===== src/hdl/corr_macros.svh =====
`ifndef CORR_MACROS_SVH
`define CORR_MACROS_SVH

// Largest window length exponent, so windows run up to 256 samples.
`define CORR_MAX_WINDOW_EXP 8

// Sample index and count width. A full 256-sample window count fits without wrap.
`define CORR_TIME_W 9

// Largest sample period exponent, so the strobe period runs up to 128 cycles.
`define CORR_MAX_PERIOD_EXP 7

// Packet FIFO depth in bytes, enough for four packets.
`define CORR_PKTFIFO_DEPTH 20

// Window number followed by the four count bytes.
`define CORR_PKT_BYTES 5

`endif


===== src/hdl/bp_pkg.sv =====
package bp_pkg;

  typedef logic [7:0] byte_t;

  // Register address, taken from bits 1..0 of a command byte.
  typedef logic [1:0] bp_addr_t;

  localparam bp_addr_t ADDR_WINDOW_EXP = 2'd0;
  localparam bp_addr_t ADDR_PERIOD_EXP = 2'd1;
  localparam bp_addr_t ADDR_FIFO_LEVEL = 2'd2;
  localparam bp_addr_t ADDR_FIFO_DATA  = 2'd3;

  // Command byte bit 7 selects a write.
  localparam int CMD_WRITE_BIT = 7;

  // Command decoder states.
  // CMD waits for a command byte, WDATA for the data byte of a write,
  // and RESP holds a read response until the host takes it.
  typedef enum logic [1:0] {
    CMD,
    WDATA,
    RESP
  } bp_state_t;

endpackage


===== src/hdl/corr_pkg.sv =====
`include "corr_macros.svh"

package corr_pkg;

  // Sample index within a window, or one of the four window counts.
  typedef logic [`CORR_TIME_W-1:0] count_t;

  // Window length is 2**window_exp samples.
  typedef logic [3:0] window_exp_t;

  // Sample period is 2**period_exp clock cycles.
  typedef logic [2:0] period_exp_t;

  // Number of bytes held in the packet FIFO, 0 to 20.
  typedef logic [4:0] fifo_level_t;

endpackage


===== src/hdl/bp_reg.sv =====
`timescale 1ns/1ps
`include "corr_macros.svh"

module bp_reg (
  input  logic                  i_clk,
  input  logic                  i_reset,
  input  bp_pkg::byte_t         i_bp_data,
  input  logic                  i_bp_valid,
  output logic                  o_bp_ready,
  output bp_pkg::byte_t         o_bp_data,
  output logic                  o_bp_valid,
  input  logic                  i_bp_ready,
  input  bp_pkg::byte_t         i_fifo_data,
  input  corr_pkg::fifo_level_t i_fifo_level,
  output logic                  o_fifo_pop,
  output logic                  o_flush,
  output logic                  o_restart,
  output corr_pkg::window_exp_t o_window_exp,
  output corr_pkg::period_exp_t o_period_exp
);
  import bp_pkg::*;
  import corr_pkg::*;

  bp_state_t   state_q;
  bp_addr_t    addr_q;
  bp_addr_t    cmd_addr;
  byte_t       resp_q;
  byte_t       rd_value;
  window_exp_t window_exp_q;
  window_exp_t window_exp_wr;
  period_exp_t period_exp_q;
  logic        restart_q;
  logic        flush_q;
  logic        cmd_fire;
  logic        data_fire;
  logic        read_fire;

  assign cmd_addr  = bp_addr_t'(i_bp_data[1:0]);
  assign cmd_fire  = (state_q == CMD) && i_bp_valid;
  assign data_fire = (state_q == WDATA) && i_bp_valid;
  assign read_fire = cmd_fire && !i_bp_data[CMD_WRITE_BIT];

  // Commands and write data are taken only while no response is pending.
  assign o_bp_ready = (state_q == CMD) || (state_q == WDATA);
  assign o_bp_valid = (state_q == RESP);
  assign o_bp_data  = resp_q;

  assign o_fifo_pop   = read_fire && (cmd_addr == ADDR_FIFO_DATA) && (i_fifo_level != '0);
  assign o_flush      = flush_q;
  assign o_restart    = restart_q;
  assign o_window_exp = window_exp_q;
  assign o_period_exp = period_exp_q;

  // Window lengths beyond the count width are clamped to the largest window.
  assign window_exp_wr = (i_bp_data > `CORR_MAX_WINDOW_EXP) ?
                         window_exp_t'(`CORR_MAX_WINDOW_EXP) : window_exp_t'(i_bp_data);

  always_comb begin
    case (cmd_addr)
      ADDR_WINDOW_EXP: rd_value = byte_t'(window_exp_q);
      ADDR_PERIOD_EXP: rd_value = byte_t'(period_exp_q);
      ADDR_FIFO_LEVEL: rd_value = byte_t'(i_fifo_level);
      ADDR_FIFO_DATA:  rd_value = i_fifo_data;
      default:         rd_value = '0;
    endcase
  end

  always_ff @(posedge i_clk) begin
    if (read_fire) begin
      resp_q <= rd_value;
    end
  end

  always_ff @(posedge i_clk) begin
    if (i_reset) begin
      state_q      <= CMD;
      addr_q       <= ADDR_WINDOW_EXP;
      window_exp_q <= '0;
      period_exp_q <= '0;
      restart_q    <= 1'b0;
      flush_q      <= 1'b0;
    end else begin
      restart_q <= 1'b0;
      flush_q   <= 1'b0;
      case (state_q)
        CMD: begin
          if (cmd_fire) begin
            addr_q  <= cmd_addr;
            state_q <= i_bp_data[CMD_WRITE_BIT] ? WDATA : RESP;
          end
        end
        WDATA: begin
          if (data_fire) begin
            state_q <= CMD;
            case (addr_q)
              ADDR_WINDOW_EXP: begin
                window_exp_q <= window_exp_wr;
                restart_q    <= 1'b1;
              end
              ADDR_PERIOD_EXP: begin
                period_exp_q <= i_bp_data[2:0];
                restart_q    <= 1'b1;
              end
              ADDR_FIFO_DATA: begin
                flush_q <= 1'b1;
              end
              default: begin
                // The level register is read-only.
              end
            endcase
          end
        end
        RESP: begin
          if (i_bp_ready) begin
            state_q <= CMD;
          end
        end
        default: begin
          state_q <= CMD;
        end
      endcase
    end
  end

endmodule


===== src/hdl/byte_fifo.sv =====
`timescale 1ns/1ps
`include "corr_macros.svh"

module byte_fifo (
  input  logic                  i_clk,
  input  logic                  i_reset,
  input  logic                  i_flush,
  input  logic                  i_push,
  input  logic                  i_pop,
  input  bp_pkg::byte_t         i_data,
  output bp_pkg::byte_t         o_data,
  output logic                  o_empty,
  output corr_pkg::fifo_level_t o_level
);
  import bp_pkg::*;
  import corr_pkg::*;

  localparam int DEPTH = `CORR_PKTFIFO_DEPTH;
  localparam int PTR_W = $clog2(DEPTH);

  byte_t            mem [DEPTH];
  logic [PTR_W-1:0] wr_ptr_q;
  logic [PTR_W-1:0] rd_ptr_q;
  fifo_level_t      level_q;
  logic             full;
  logic             do_push;
  logic             do_pop;

  // Pointers wrap at the depth, which need not be a power of two.
  function automatic logic [PTR_W-1:0] ptr_next(input logic [PTR_W-1:0] ptr);
    if (ptr == PTR_W'(DEPTH - 1)) begin
      return '0;
    end
    return ptr + 1'b1;
  endfunction

  assign full    = (level_q == fifo_level_t'(DEPTH));
  assign o_empty = (level_q == '0);
  assign o_level = level_q;
  assign o_data  = mem[rd_ptr_q];

  assign do_push = i_push && !full;
  assign do_pop  = i_pop && !o_empty;

  always_ff @(posedge i_clk) begin
    if (do_push) begin
      mem[wr_ptr_q] <= i_data;
    end
  end

  always_ff @(posedge i_clk) begin
    if (i_reset || i_flush) begin
      wr_ptr_q <= '0;
      rd_ptr_q <= '0;
      level_q  <= '0;
    end else begin
      if (do_push) begin
        wr_ptr_q <= ptr_next(wr_ptr_q);
      end
      if (do_pop) begin
        rd_ptr_q <= ptr_next(rd_ptr_q);
      end
      case ({do_push, do_pop})
        2'b10:   level_q <= level_q + 1'b1;
        2'b01:   level_q <= level_q - 1'b1;
        default: level_q <= level_q;
      endcase
    end
  end

endmodule


===== src/hdl/corr_count_rect.sv =====
`timescale 1ns/1ps

module corr_count_rect (
  input  logic             i_clk,
  input  logic             i_reset,
  input  logic             i_strobe,
  input  logic             i_clear,
  input  logic             i_x,
  input  logic             i_y,
  output corr_pkg::count_t o_count_x,
  output corr_pkg::count_t o_count_y,
  output corr_pkg::count_t o_count_isect,
  output corr_pkg::count_t o_count_symdiff
);
  import corr_pkg::*;

  localparam int N_COUNTS = 4;

  // Per-sample contributions in the order x, y, intersection, symmetric difference.
  logic [N_COUNTS-1:0] hit;
  count_t              cnt_q [N_COUNTS];
  count_t              sum   [N_COUNTS];

  assign hit[0] = i_x;
  assign hit[1] = i_y;
  assign hit[2] = i_x & i_y;
  assign hit[3] = i_x ^ i_y;

  // The outputs already include the sample present on this cycle.
  always_comb begin
    for (int i = 0; i < N_COUNTS; i++) begin
      sum[i] = cnt_q[i] + count_t'(hit[i]);
    end
  end

  assign o_count_x       = sum[0];
  assign o_count_y       = sum[1];
  assign o_count_isect   = sum[2];
  assign o_count_symdiff = sum[3];

  always_ff @(posedge i_clk) begin
    if (i_reset) begin
      for (int i = 0; i < N_COUNTS; i++) begin
        cnt_q[i] <= '0;
      end
    end else if (i_strobe) begin
      for (int i = 0; i < N_COUNTS; i++) begin
        cnt_q[i] <= i_clear ? '0 : sum[i];
      end
    end
  end

endmodule


===== src/hdl/correlator.sv =====
`timescale 1ns/1ps
`include "corr_macros.svh"

module correlator (
  input  logic          i_clk,
  input  logic          i_reset,
  input  logic          i_x,
  input  logic          i_y,
  input  bp_pkg::byte_t i_bp_data,
  input  logic          i_bp_valid,
  output logic          o_bp_ready,
  output bp_pkg::byte_t o_bp_data,
  output logic          o_bp_valid,
  input  logic          i_bp_ready
);
  import corr_pkg::*;
  import bp_pkg::*;

  localparam int TIME_W     = `CORR_TIME_W;
  localparam int PKT_BYTES  = `CORR_PKT_BYTES;
  localparam int FREE_LIMIT = `CORR_PKTFIFO_DEPTH - `CORR_PKT_BYTES;

  window_exp_t window_exp;
  period_exp_t period_exp;
  logic        restart;
  logic        flush;
  logic        fifo_flush;
  logic        clear_all;
  logic        strobe;
  logic        window_end;
  count_t      count_x;
  count_t      count_y;
  count_t      count_isect;
  count_t      count_symdiff;
  count_t      t_q;
  count_t      win_mask;
  byte_t       win_num_q;
  byte_t       pkt_q [PKT_BYTES];
  logic        pkt_busy_q;
  logic [2:0]  pkt_idx_q;
  logic        fifo_push;
  logic        fifo_pop;
  logic        fifo_empty;
  byte_t       fifo_push_data;
  byte_t       fifo_head;
  byte_t       fifo_rd_data;
  fifo_level_t fifo_level;

  // A configuration change starts everything over, a data-register write only drops bytes.
  assign clear_all  = i_reset || restart;
  assign fifo_flush = flush || restart;

  bp_reg u_bp_reg (
    .i_clk        (i_clk),
    .i_reset      (i_reset),
    .i_bp_data    (i_bp_data),
    .i_bp_valid   (i_bp_valid),
    .o_bp_ready   (o_bp_ready),
    .o_bp_data    (o_bp_data),
    .o_bp_valid   (o_bp_valid),
    .i_bp_ready   (i_bp_ready),
    .i_fifo_data  (fifo_rd_data),
    .i_fifo_level (fifo_level),
    .o_fifo_pop   (fifo_pop),
    .o_flush      (flush),
    .o_restart    (restart),
    .o_window_exp (window_exp),
    .o_period_exp (period_exp)
  );

  sample_strobe u_sample_strobe (
    .i_clk        (i_clk),
    .i_reset      (i_reset),
    .i_restart    (restart),
    .i_period_exp (period_exp),
    .o_strobe     (strobe)
  );

  // The window ends when the low window_exp bits of the sample index are all ones.
  assign win_mask   = count_t'((count_t'(1) << window_exp) - 1'b1);
  assign window_end = strobe && ((t_q & win_mask) == win_mask);

  always_ff @(posedge i_clk) begin
    if (clear_all) begin
      t_q       <= '0;
      win_num_q <= '0;
    end else if (strobe) begin
      t_q <= window_end ? '0 : t_q + 1'b1;
      if (window_end) begin
        win_num_q <= win_num_q + 1'b1;
      end
    end
  end

  corr_count_rect u_corr_count_rect (
    .i_clk           (i_clk),
    .i_reset         (clear_all),
    .i_strobe        (strobe),
    .i_clear         (window_end),
    .i_x             (i_x),
    .i_y             (i_y),
    .o_count_x       (count_x),
    .o_count_y       (count_y),
    .o_count_isect   (count_isect),
    .o_count_symdiff (count_symdiff)
  );

  // Only the top 8 bits of each count are reported.
  always_ff @(posedge i_clk) begin
    if (window_end) begin
      pkt_q[0] <= win_num_q;
      pkt_q[1] <= count_x[TIME_W-1 -: 8];
      pkt_q[2] <= count_y[TIME_W-1 -: 8];
      pkt_q[3] <= count_isect[TIME_W-1 -: 8];
      pkt_q[4] <= count_symdiff[TIME_W-1 -: 8];
    end
  end

  // A packet is sent whole or not at all, depending on the room left at window end.
  always_ff @(posedge i_clk) begin
    if (i_reset || fifo_flush) begin
      pkt_busy_q <= 1'b0;
      pkt_idx_q  <= '0;
    end else if (window_end && (fifo_level <= FREE_LIMIT)) begin
      pkt_busy_q <= 1'b1;
      pkt_idx_q  <= '0;
    end else if (pkt_busy_q) begin
      if (pkt_idx_q == 3'(PKT_BYTES - 1)) begin
        pkt_busy_q <= 1'b0;
        pkt_idx_q  <= '0;
      end else begin
        pkt_idx_q <= pkt_idx_q + 1'b1;
      end
    end
  end

  assign fifo_push      = pkt_busy_q;
  assign fifo_push_data = pkt_q[pkt_idx_q];

  byte_fifo u_byte_fifo (
    .i_clk   (i_clk),
    .i_reset (i_reset),
    .i_flush (fifo_flush),
    .i_push  (fifo_push),
    .i_pop   (fifo_pop),
    .i_data  (fifo_push_data),
    .o_data  (fifo_head),
    .o_empty (fifo_empty),
    .o_level (fifo_level)
  );

  // Reading an empty FIFO returns zero rather than a stale head byte.
  assign fifo_rd_data = fifo_empty ? '0 : fifo_head;

endmodule


===== src/hdl/sample_strobe.sv =====
`timescale 1ns/1ps
`include "corr_macros.svh"

module sample_strobe (
  input  logic                  i_clk,
  input  logic                  i_reset,
  input  logic                  i_restart,
  input  corr_pkg::period_exp_t i_period_exp,
  output logic                  o_strobe
);

  localparam int PERIOD_W = `CORR_MAX_PERIOD_EXP;

  logic [PERIOD_W:0]   reload_wide;
  logic [PERIOD_W-1:0] reload;
  logic [PERIOD_W-1:0] cnt_q;

  // Reload value is one less than the period, so a zero exponent strobes every cycle.
  assign reload_wide = ({{PERIOD_W{1'b0}}, 1'b1} << i_period_exp) - 1'b1;
  assign reload      = reload_wide[PERIOD_W-1:0];

  // No sample is taken on the cycle the counter is being restarted.
  assign o_strobe = (cnt_q == '0) && !i_restart;

  always_ff @(posedge i_clk) begin
    if (i_reset) begin
      cnt_q <= '0;
    end else if (i_restart || (cnt_q == '0)) begin
      cnt_q <= reload;
    end else begin
      cnt_q <= cnt_q - 1'b1;
    end
  end

endmodule


===== config.mk =====
export PLATFORM = sky130hd
export DESIGN_NAME = correlator
export DESIGN_NICKNAME = d
export VERILOG_FILES = /design/src/hdl/bp_pkg.sv /design/src/hdl/corr_pkg.sv /design/src/hdl/bp_reg.sv /design/src/hdl/byte_fifo.sv /design/src/hdl/corr_count_rect.sv /design/src/hdl/correlator.sv /design/src/hdl/sample_strobe.sv
export VERILOG_INCLUDE_DIRS = /design/src /design/src/hdl
export SDC_FILE = /design/constraint.sdc
export NUM_CORES = 1
export LEC_CHECK = 0
export BUFFER_PORTS_ARGS = -buffer_cell sky130_fd_sc_hd__clkbuf_2
export CORE_MARGIN = 5
export CORE_UTILIZATION = 45
export CTS_CLUSTER_SIZE = 8
export DETAILED_ROUTE_END_ITERATION = 7
export PLACE_DENSITY_LB_ADDON = 0.15
export SKIP_CTS_REPAIR_TIMING = 1
export SLEW_MARGIN = 40
export SYNTH_ARGS = -nofsm -noshare
export SYNTH_HDL_FRONTEND = slang
export SYNTH_SLANG_ARGS = --single-unit

===== constraint.sdc =====
create_clock -name i_clk -period 4.27 [get_ports i_clk]
set_clock_uncertainty 0.2 [all_clocks]
set_input_delay 0.2135 -clock i_clk [delete_from_list [all_inputs] [get_ports i_clk]]
set_output_delay 0.2135 -clock i_clk [all_outputs]
set_load 0.05 [all_outputs]

### Yosys cells after proc, flatten, opt, wreduce, memory -nomap -nowiden

Memories as Yosys holds them, arrays and structs flattened. A register that Yosys moved wholly into a read port is not among the register bits.
Index checks and enable logic that the tools add are counted.

* input port bits: 14
* bits in writable memories: 236
* word-level logic and storage cells: 144
* register bits: 64
* memories kept: 3

Memory list
* u_byte_fifo.mem: depth 20, bits a word 8, rd ports 1, clocked after memory_dff 1, wr ports 1, line byte_fifo.sv:21 `byte_t mem [DEPTH];`
* pkt_q: depth 5, bits a word 8, rd ports 1, clocked after memory_dff 1, wr ports 5, line correlator.sv:38 `byte_t pkt_q [PKT_BYTES];`
* u_corr_count_rect.cnt_q: depth 4, bits a word 9, rd ports 4, clocked after memory_dff 0, wr ports 4, line corr_count_rect.sv:21 `count_t cnt_q [N_COUNTS];`

* bitwise logic cells: 9
* $add $sub $neg: 14
* shift-type cells: 2
* multiplexer cells: 48
* order comparisons: 2
* equality and inequality tests: 17
* reduce and logical (&&, ||, !) cells: 34

Operators with widths (count)
* $mux W9: 9
* $add A9 B1 Y9: 4
* $pmux W8 S4: 1
* $mux W5: 6
* $mux W1: 20
* $add A5 B1 Y5 const B: 3
* $eq A5 B5 Y1 const B: 3
* $sub A7 B1 Y7 const B: 2
* $eq A2 B2 Y1 const B: 5
* $logic_and A1 B1 Y1: 10
* $pmux W5 S2: 1
* $add A9 B1 Y9 const B: 1
* $and A9 B9 Y9: 1
* $eq A9 B9 Y1: 1
* $mux W3: 3
* $reduce_and A3 Y1: 3
* $shl A1 B4 Y9 const A: 1
* $sub A9 B1 Y9 const B: 1
* $add A8 B1 Y8 const B: 1
* $eq A2 B1 Y1 const B: 4
* $gt A8 B4 Y1 const B: 1
* $mux W2: 4
* $mux W8: 1
* $logic_not A7 Y1: 1
* other kinds (22): 39

### Longest topological paths before layout

Gate-level depths: netlist (run 1).

* depth after elaboration: 11
* mapped depth: 13
* depth with buffers taken out: 12

### Cells and area by module

Synthesis (run 1) repeated with hierarchy kept, for this count alone.

* cell total of the unflattened synthesis: 952
* area total of the unflattened synthesis: 13441.6 µm²

Modules (own cells, without submodules)
* byte_fifo: cells each 410, area each 7262.0 µm², times used 1
* correlator: cells each 216, area each 2800.2 µm², times used 1
* corr_count_rect: cells each 180, area each 1971.9 µm², times used 1
* bp_reg: cells each 87, area each 935.9 µm², times used 1
* sample_strobe: cells each 59, area each 471.7 µm², times used 1

### Worst setup path after synthesis (run 1)

No wires, ideal clock.

* kind: reg-to-reg
* start point: register u_bp_reg.window_exp_q[1] (netlist: u_bp_reg.o_window_exp[1])
* end point: register t_q[1]
* path slack: -0.103 ns
* cell stages (with the launch flop): 11
* clock period less this slack: 4.373 ns
* data required time: 3.852 ns
* data arrival time: 3.956 ns
* path through: dfxtp_1 > or4_4 > ha_1 > clkbuf_1 > and2_1 > o211ai_1 > and4_1 > nand3_1 > buf_2 > nor3_2 > o21ai_0

* longest elaborated chain between the ends: 6

Ends and longest elaborated chain
* start, declared: line bp_reg.sv:29 `window_exp_t window_exp_q;`
* start signal, assigned: line bp_reg.sv:97 `window_exp_q <= window_exp_wr;`
* $shl A1 B4 Y9 *: line correlator.sv:80 `assign win_mask = count_t'((count_t'(1) << window_exp) - 1'b1);`
* $sub A9 B1 Y9 *: line correlator.sv:80
* $and A9 B9 Y9: line correlator.sv:81 `assign window_end = strobe && ((t_q & win_mask) == win_mask);`
* $eq A9 B9 Y1 *: line correlator.sv:81
* $logic_and A1 B1 Y1 *: line correlator.sv:81
* $mux W9 *: line correlator.sv:88 `t_q <= window_end ? '0 : t_q + 1'b1;`
* end signal, assigned: line correlator.sv:88
* end, declared: line correlator.sv:35 `count_t t_q;`

Mark *: on every way between the ends. The rest lies on a longest branch, timed or not.
A chain may end at the register's enable or synchronous reset.

==> flow_summary_export.csv, run 1 <==
group,metric,value,unit
finish,mostFrequentLayoutCells,"244 x edfxtp_1, 86 x nor2_1, 62 x dfxtp_1, 52 x mux4_2, 44 x clkbuf_16",
finish,regArea,8610,um^2
global_routing,antenna_found_initial,0,
drt,drc,0,
finish,final_util,52.3,%
global_routing,grt_pass1_vias,7319,
clock_network,clock_sinks,308,
finish,n_antenna_cell,0,
pwr,intPower,6.35,mW
placed_design,gp_congestion,0.794,
clock_network,htreeDepth,2,
synth,synth_seq_area_share,65.8,%
pwr,p_sw_share,27.1,%
pwr,clock_power_share,35.7,%
drt,routed.top_layer,"met4",
synth,syn_area_per_cell,14.5,um^2
timing,period_share,82.2,%
drt,drt-pass1-iter-count,6,
worst_setup_path,critPathCaptureType,"register",
floorplan,coreArea,28700,um^2
synth,synthDistinctLibCells,56,
clock_network,clockBufferDepth,3,
worst_setup_path,crit_required,4.47,ns
drt,routed-wl-met2,12.0,mm
floorplan,die_x,181,um
worst_setup_path,path_max_fanout,36,
global_routing,grt_pass1_wl,41.2,mm
hold_path,holdCritPathClass,"input pin to register",
synth,synthCells,903,
floorplan,start_util,45.6,%
clock_network,cts_inserted_buffers,44,
pwr,seqPwrFrac,48.2,%
floorplan,num_io_pins,24,
finish,fin_nets,992,
finish,final_common_cell,"edfxtp_1",
drt,ant_nets,0,
synth,synth-edff-count,244,
drt,wl_met3,1.26,mm
timing,setup_viol,0,
placed_design,io_buffers,23,
global_routing,grt_overflow_total,0,
synth,synth_flop_cell,"edfxtp_1",
timing,slew-limit-headroom,43.7,%
finish,syn_to_final_growth,14.6,%
global_routing,grtUsageTotal,15.9,%
finish,multiInputGateArea,4240,um^2
pwr,vdd_ir_drop_max,0.000265,V
finish,nFillCells,2409,
drt,drt_wl_total,26.2,mm
run_status,status,"completed",
flow_run,drv_cap,0,
worst_setup_path,startpoint_type,"register",
drt,via_count,7340,
synth,ys_ff_latch,308,
clock_network,path_clk_slew,0.05,ns
synth,yosys_warnings,0,
timing,max_clock_freq,285,MHz
pwr,combPwrFrac,16.1,%
pwr,leakage,4.97,nW
placed_design,hpwl,16.7,mm
floorplan,design.die.area,32600,um^2
pwr,switchingPower,2.37,mW
floorplan,die_height,181,um
worst_setup_path,crit_type,"register to register",
synth,ys_async_sr_fraction,0,%
pwr,cellPowerDensity,581,nW/um^2
timing,rsz0062_at_grt,"false",
synth,synth_area,13100,um^2
drt,drt-met1-wl,12.4,mm
floorplan,rows,62,
timing,hold_viol_final,0,
timing,tns,0,ns
drt,viasPerCell,5.39,
drt,drtIter0Drc,463,
timing,tightest_slew,0.841,ns
finish,drive_gt1_share,16.0,%
timing,drv_slew,0,
worst_setup_path,cp_data_arrival_time,3.71,ns
drt,wl_per_cell,19.2,um
clock_network,cts_root_buf,"clkbuf_16",
global_routing,grt_max_degree,40,
synth,synth_fp_nets,942,
clock_network,cts_tree,"done",
timing,period_minus_slack,3.51,ns
clock_network,clkLatencyLatePin,0.53,ns
sequential cells by signal (all words and copies together) (netlist names), 3 cells and up, named ones only:
name / cells
u_bp_reg.o_period_exp: 3
u_byte_fifo.wr_ptr_q: 5
u_bp_reg.o_window_exp: 4
u_bp_reg.o_bp_data: 8
u_byte_fifo.o_level: 5
u_sample_strobe.cnt_q: 7
t_q: 9
u_byte_fifo.mem: 160
win_num_q: 8
pkt_q: 40
u_corr_count_rect.cnt_q: 36
pkt_idx_q: 3
u_byte_fifo.rd_ptr_q: 5
cell type report:
| cell class | instances | share of cell area (%) |
|---|---|---|
| inverters | 25 | 0.626 |
| multi-input cells | 530 | 28.3 |
| flip-flops and latches | 308 | 57.4 |
| clock inverters | 4 | 0.359 |
| repair buffers | 44 | 2.20 |
| well taps | 384 | 3.20 |
| clock buffers | 68 | 7.94 |
synthesized netlist by cell type (8+ instances only):
cell type	n	area (um^2)
nor3_1	11	55.1
mux2i_1	15	150
and2_1	39	244
mux2_2	9	101
ha_1	24	300
nor2b_1	12	75.1
dfxtp_1	64	1280
nand3_1	25	125
edfxtp_1	244	7330
inv_1	24	90.1
nor2_1	91	342
a22oi_1	11	82.6
o21ai_0	19	95.1
a21oi_1	41	205
or3_1	8	50.1
nand2_1	41	154
xor2_1	14	123
mux4_2	52	1170
clkbuf_1	26	97.6
nand4_1	13	81.3
xnor2_1	34	298
power groups by stage:
| stage | Sequential [mW] | Clock (mW) | Combinational (mW) |
|---|---|---|---|
| 6_report | 4.20 | 3.11 | 1.40 |
| 3_3_place_gp | 4.25 | 0 | 1.40 |
| 4_1_cts | 4.20 | 3.20 | 1.42 |
| 3_5_place_dp | 4.26 | 0 | 1.41 |
| 5_1_grt | 4.25 | 3.33 | 1.56 |
| 2_1_floorplan | 4.18 | 0 | 0.975 |
final timing paths:
check	from	depth (start not counted)	slack [ns]	endpoint
max reg2reg	u_bp_reg.o_window_exp[1]$_SDFFE_PP0P_	9	0.76	u_corr_count_rect.cnt_q[2][2]$_SDFFCE_PP0P_
min reg2reg	u_bp_reg.state_q[1]$_SDFFE_PP0P_	1	0.24	u_bp_reg.state_q[0]$_SDFFE_PP0P_
min	i_bp_data[3]	4	0.005	u_bp_reg.o_window_exp[3]$_SDFFE_PP0P_
max	u_bp_reg.o_window_exp[1]$_SDFFE_PP0P_	9	0.76	u_corr_count_rect.cnt_q[2][2]$_SDFFCE_PP0P_
logic make-up (layout without fill, tap and decap cells):
group / Yosys count / after routing / share of synthesized area [%]
mux: 76 / 76 / 10.9
simple gates: 279 / 279 / 11.0
flops: 308 / 308 / 65.8
fa+ha+maj: 25 / 25 / 2.45
compound gates: 102 / 102 / 4.70
xor+xnor: 48 / 48 / 3.21
buf+inv: 65 / 141 / 2.02
critical path, stage by stage (launching register included):
cell	delay [ns]
dfxtp_1	0.42
or4_4	0.56
ha_1	0.33
or4_1	0.43
a211o_1	0.26
o31a_1	0.11
nand3_1	0.33
and3_1	0.22
buf_4	0.32
and2_1	0.19
metal layers:
layer / track usage [%] / up-vias
met4: 4.30 / 0
met5: 0 / -
met2: 24.6 / 178
met1: 23.4 / 3604
met3: 2.85 / 42
li1: - / 3516
metrics by stage:
| stage | std cells | total power [mW] | setup WS, ns | hold slack, ns | instance area [um^2] |
|---|---|---|---|---|---|
| finish | 1363 | 8.72 | 0.758 | 0.00505 | 15000 |
| global placement | 1278 | 5.65 | 0.806 | 0.227 | 13600 |
| global route | 1363 | 9.14 | 0.535 | 0.0689 | 15000 |
| detailed placement | 1278 | 5.67 | 0.761 | 0.240 | 13600 |
| CTS | 1350 | 8.82 | 0.732 | -0.267 | 14900 |
| floorplan | 903 | 5.16 | 0.597 | 0.157 | 13100 |
Power figures use the tool's default switching activity.
==> inputs of run 2 (changes only) <==
clock period = 3.5 ns   (was 4.27 ns; I/O delays follow)
==> run 2 against run 1 <==
The flow now finishes with violations (negative hold slack). Routed wire length grew 1.2%. Design area up 1.0%. Register-to-register slack got worse by 0.46 ns.
==> flow_summary_export.csv, run 2 (same netlist as run 1, synthesis figures left out) <==
group,metric,value,unit
timing,hold_viol_final,1,
clock_network,path_clk_slew,0.05,ns
worst_setup_path,cp_data_arrival_time,3.38,ns
pwr,p_sw_share,26.8,%
run_status,violations,"negative hold slack",
worst_setup_path,critPathCaptureType,"register",
pwr,clock_power_share,35.8,%
finish,final_util,52.8,%
global_routing,grt_overflow_total,0,
pwr,vdd_ir_drop_max,0.000499,V
finish,nFillCells,2376,
timing,hold_ws,-0.0127,ns
drt,routed-wl-met2,12.3,mm
placed_design,gp_congestion,0.778,
clock_network,clkLatencyLatePin,0.53,ns
drt,drtIter0Drc,504,
drt,via_count,7443,
pwr,switchingPower,2.85,mW
floorplan,die_x,181,um
finish,largest_register_ff_count,160,
placed_design,hpwl,17.0,mm
drt,ant_nets,0,
pwr,combPwrFrac,16.1,%
floorplan,coreArea,28700,um^2
timing,period_share,91.4,%
drt,drt-met1-wl,12.4,mm
timing,rsz0062_at_grt,"false",
timing,max_clock_freq,313,MHz
clock_network,clock_sinks,308,
timing,period_minus_slack,3.20,ns
pwr,cellPowerDensity,702,nW/um^2
clock_network,htreeDepth,2,
finish,n_antenna_cell,0,
finish,drive_gt1_share,17.8,%
clock_network,clockBufferDepth,3,
pwr,leakage,5.10,nW
drt,drc,0,
pwr,intPower,7.79,mW
finish,top_register,"u_byte_fifo.mem",
hold_path,holdCritPathClass,"input pin to register",
global_routing,antenna_found_initial,0,
finish,mostFrequentLayoutCells,"244 x edfxtp_1, 89 x nor2_1, 61 x dfxtp_1, 52 x mux4_2, 45 x clkbuf_16",
timing,setup_viol,0,
floorplan,start_util,45.6,%
global_routing,grt_pass1_wl,41.9,mm
run_status,status,"finished with violations",
flow_run,drv_cap,0,
timing,slew-limit-headroom,46.3,%
finish,top_regs,"u_byte_fifo.mem x160, pkt_q x40, u_corr_count_rect.cnt_q x36",
drt,viasPerCell,5.39,
floorplan,die_height,181,um
timing,drv_slew,0,
placed_design,place_ws,0.293,ns
floorplan,design.die.area,32600,um^2
clock_network,cts_root_buf,"clkbuf_16",
global_routing,grt_max_degree,46,
pwr,seqPwrFrac,48.1,%
worst_setup_path,startpoint_type,"register",
drt,wl_per_cell,19.2,um
finish,final_common_cell,"edfxtp_1",
worst_setup_path,crit_type,"register to register",
clock_network,cts_tree,"done",
global_routing,grt_pass1_vias,7507,
clock_network,cts_inserted_buffers,44,
worst_setup_path,crit_required,3.68,ns
placed_design,io_buffers,23,
timing,tns,0,ns
finish,syn_to_final_growth,15.8,%
global_routing,grtUsageTotal,16.1,%
drt,wl_met3,1.28,mm
timing,tightest_slew,0.803,ns
drt,routed.top_layer,"met4",
drt,drt-pass1-iter-count,5,
floorplan,rows,62,
timing,fin_ws,0.301,ns
finish,fin_nets,1013,
drt,drt_wl_total,26.5,mm
worst_setup_path,path_max_fanout,36,
floorplan,num_io_pins,24,
==> run 2: cell count changes in the layout (fill, tap and decap cells not counted), moves of 2 or more <==
cell      change
buf_4        +21
clkbuf_1      -2
clkinv_8      -3
dfxtp_2       +2
inv_6         +2
nor2_1        +3
nor2_2        -3
==> run 2: layer usage <==
layer  global-route usage [%]  vias up
met4                     4.17        0
met2                     25.3      165
li1                         -     3566
met3                     2.93       40
met5                        0        -
met1                     23.5     3672
==> run 2: area by class of cell <==
class | instances | area, um^2 | share of cell area, %
sequential | 308 | 8610 | 56.8
multi-input combinational | 530 | 4240 | 28.0
clock buffer | 67 | 1210 | 7.97
timing repair buffer | 65 | 498 | 3.29
tap | 384 | 480 | 3.17
inverter | 25 | 93.8 | 0.619
clock inverter | 3 | 22.5 | 0.149
==> run 2: critical path: stages (launching register included) <==
cell and delay, ns:
dfxtp_1 0.40, or4_4 0.57, ha_4 0.21, or4_1 0.40, a211o_1 0.27, o31a_1 0.13
nand3_2 0.20, and3_1 0.19, buf_4 0.30, and2_1 0.17
==> run 2: final timing paths <==
kind                                              start                                          end  slack [ns]  cells after the start
hold reg to reg        u_bp_reg.state_q[1]$_SDFFE_PP0P_             u_bp_reg.state_q[0]$_SDFFE_PP0P_        0.24                      1
setup / recovery  u_bp_reg.o_window_exp[0]$_SDFFE_PP0P_  u_corr_count_rect.cnt_q[1][7]$_SDFFCE_PP0P_        0.30                      9
hold / removal                             i_bp_data[4]        u_bp_reg.o_window_exp[3]$_SDFFE_PP0P_       -0.01                      4
setup reg to reg  u_bp_reg.o_window_exp[0]$_SDFFE_PP0P_  u_corr_count_rect.cnt_q[1][7]$_SDFFCE_PP0P_        0.30                      9
==> run 2: power by group through the flow <==
stage                     combinational (mW)  sequential, mW  clock, mW
after floorplan                         1.19            5.10          0
after global placement                  1.74            5.18          0
after detailed placement                1.75            5.18          0
after CTS                               1.76            5.12       3.91
after global routing                    1.92            5.17       4.08
final                                   1.72            5.12       3.81
==> run 2: stage by stage <==
step	hold slack [ns]	instances	total power, mW	area, um^2
2_1_floorplan	0.119	903	6.30	13100
3_3_place_gp	0.221	1300	6.92	13800
3_5_place_dp	0.236	1300	6.94	13800
4_1_cts	-0.300	1370	10.8	15000
5_1_grt	0.00823	1382	11.2	15200
6_report	-0.0127	1382	10.6	15200
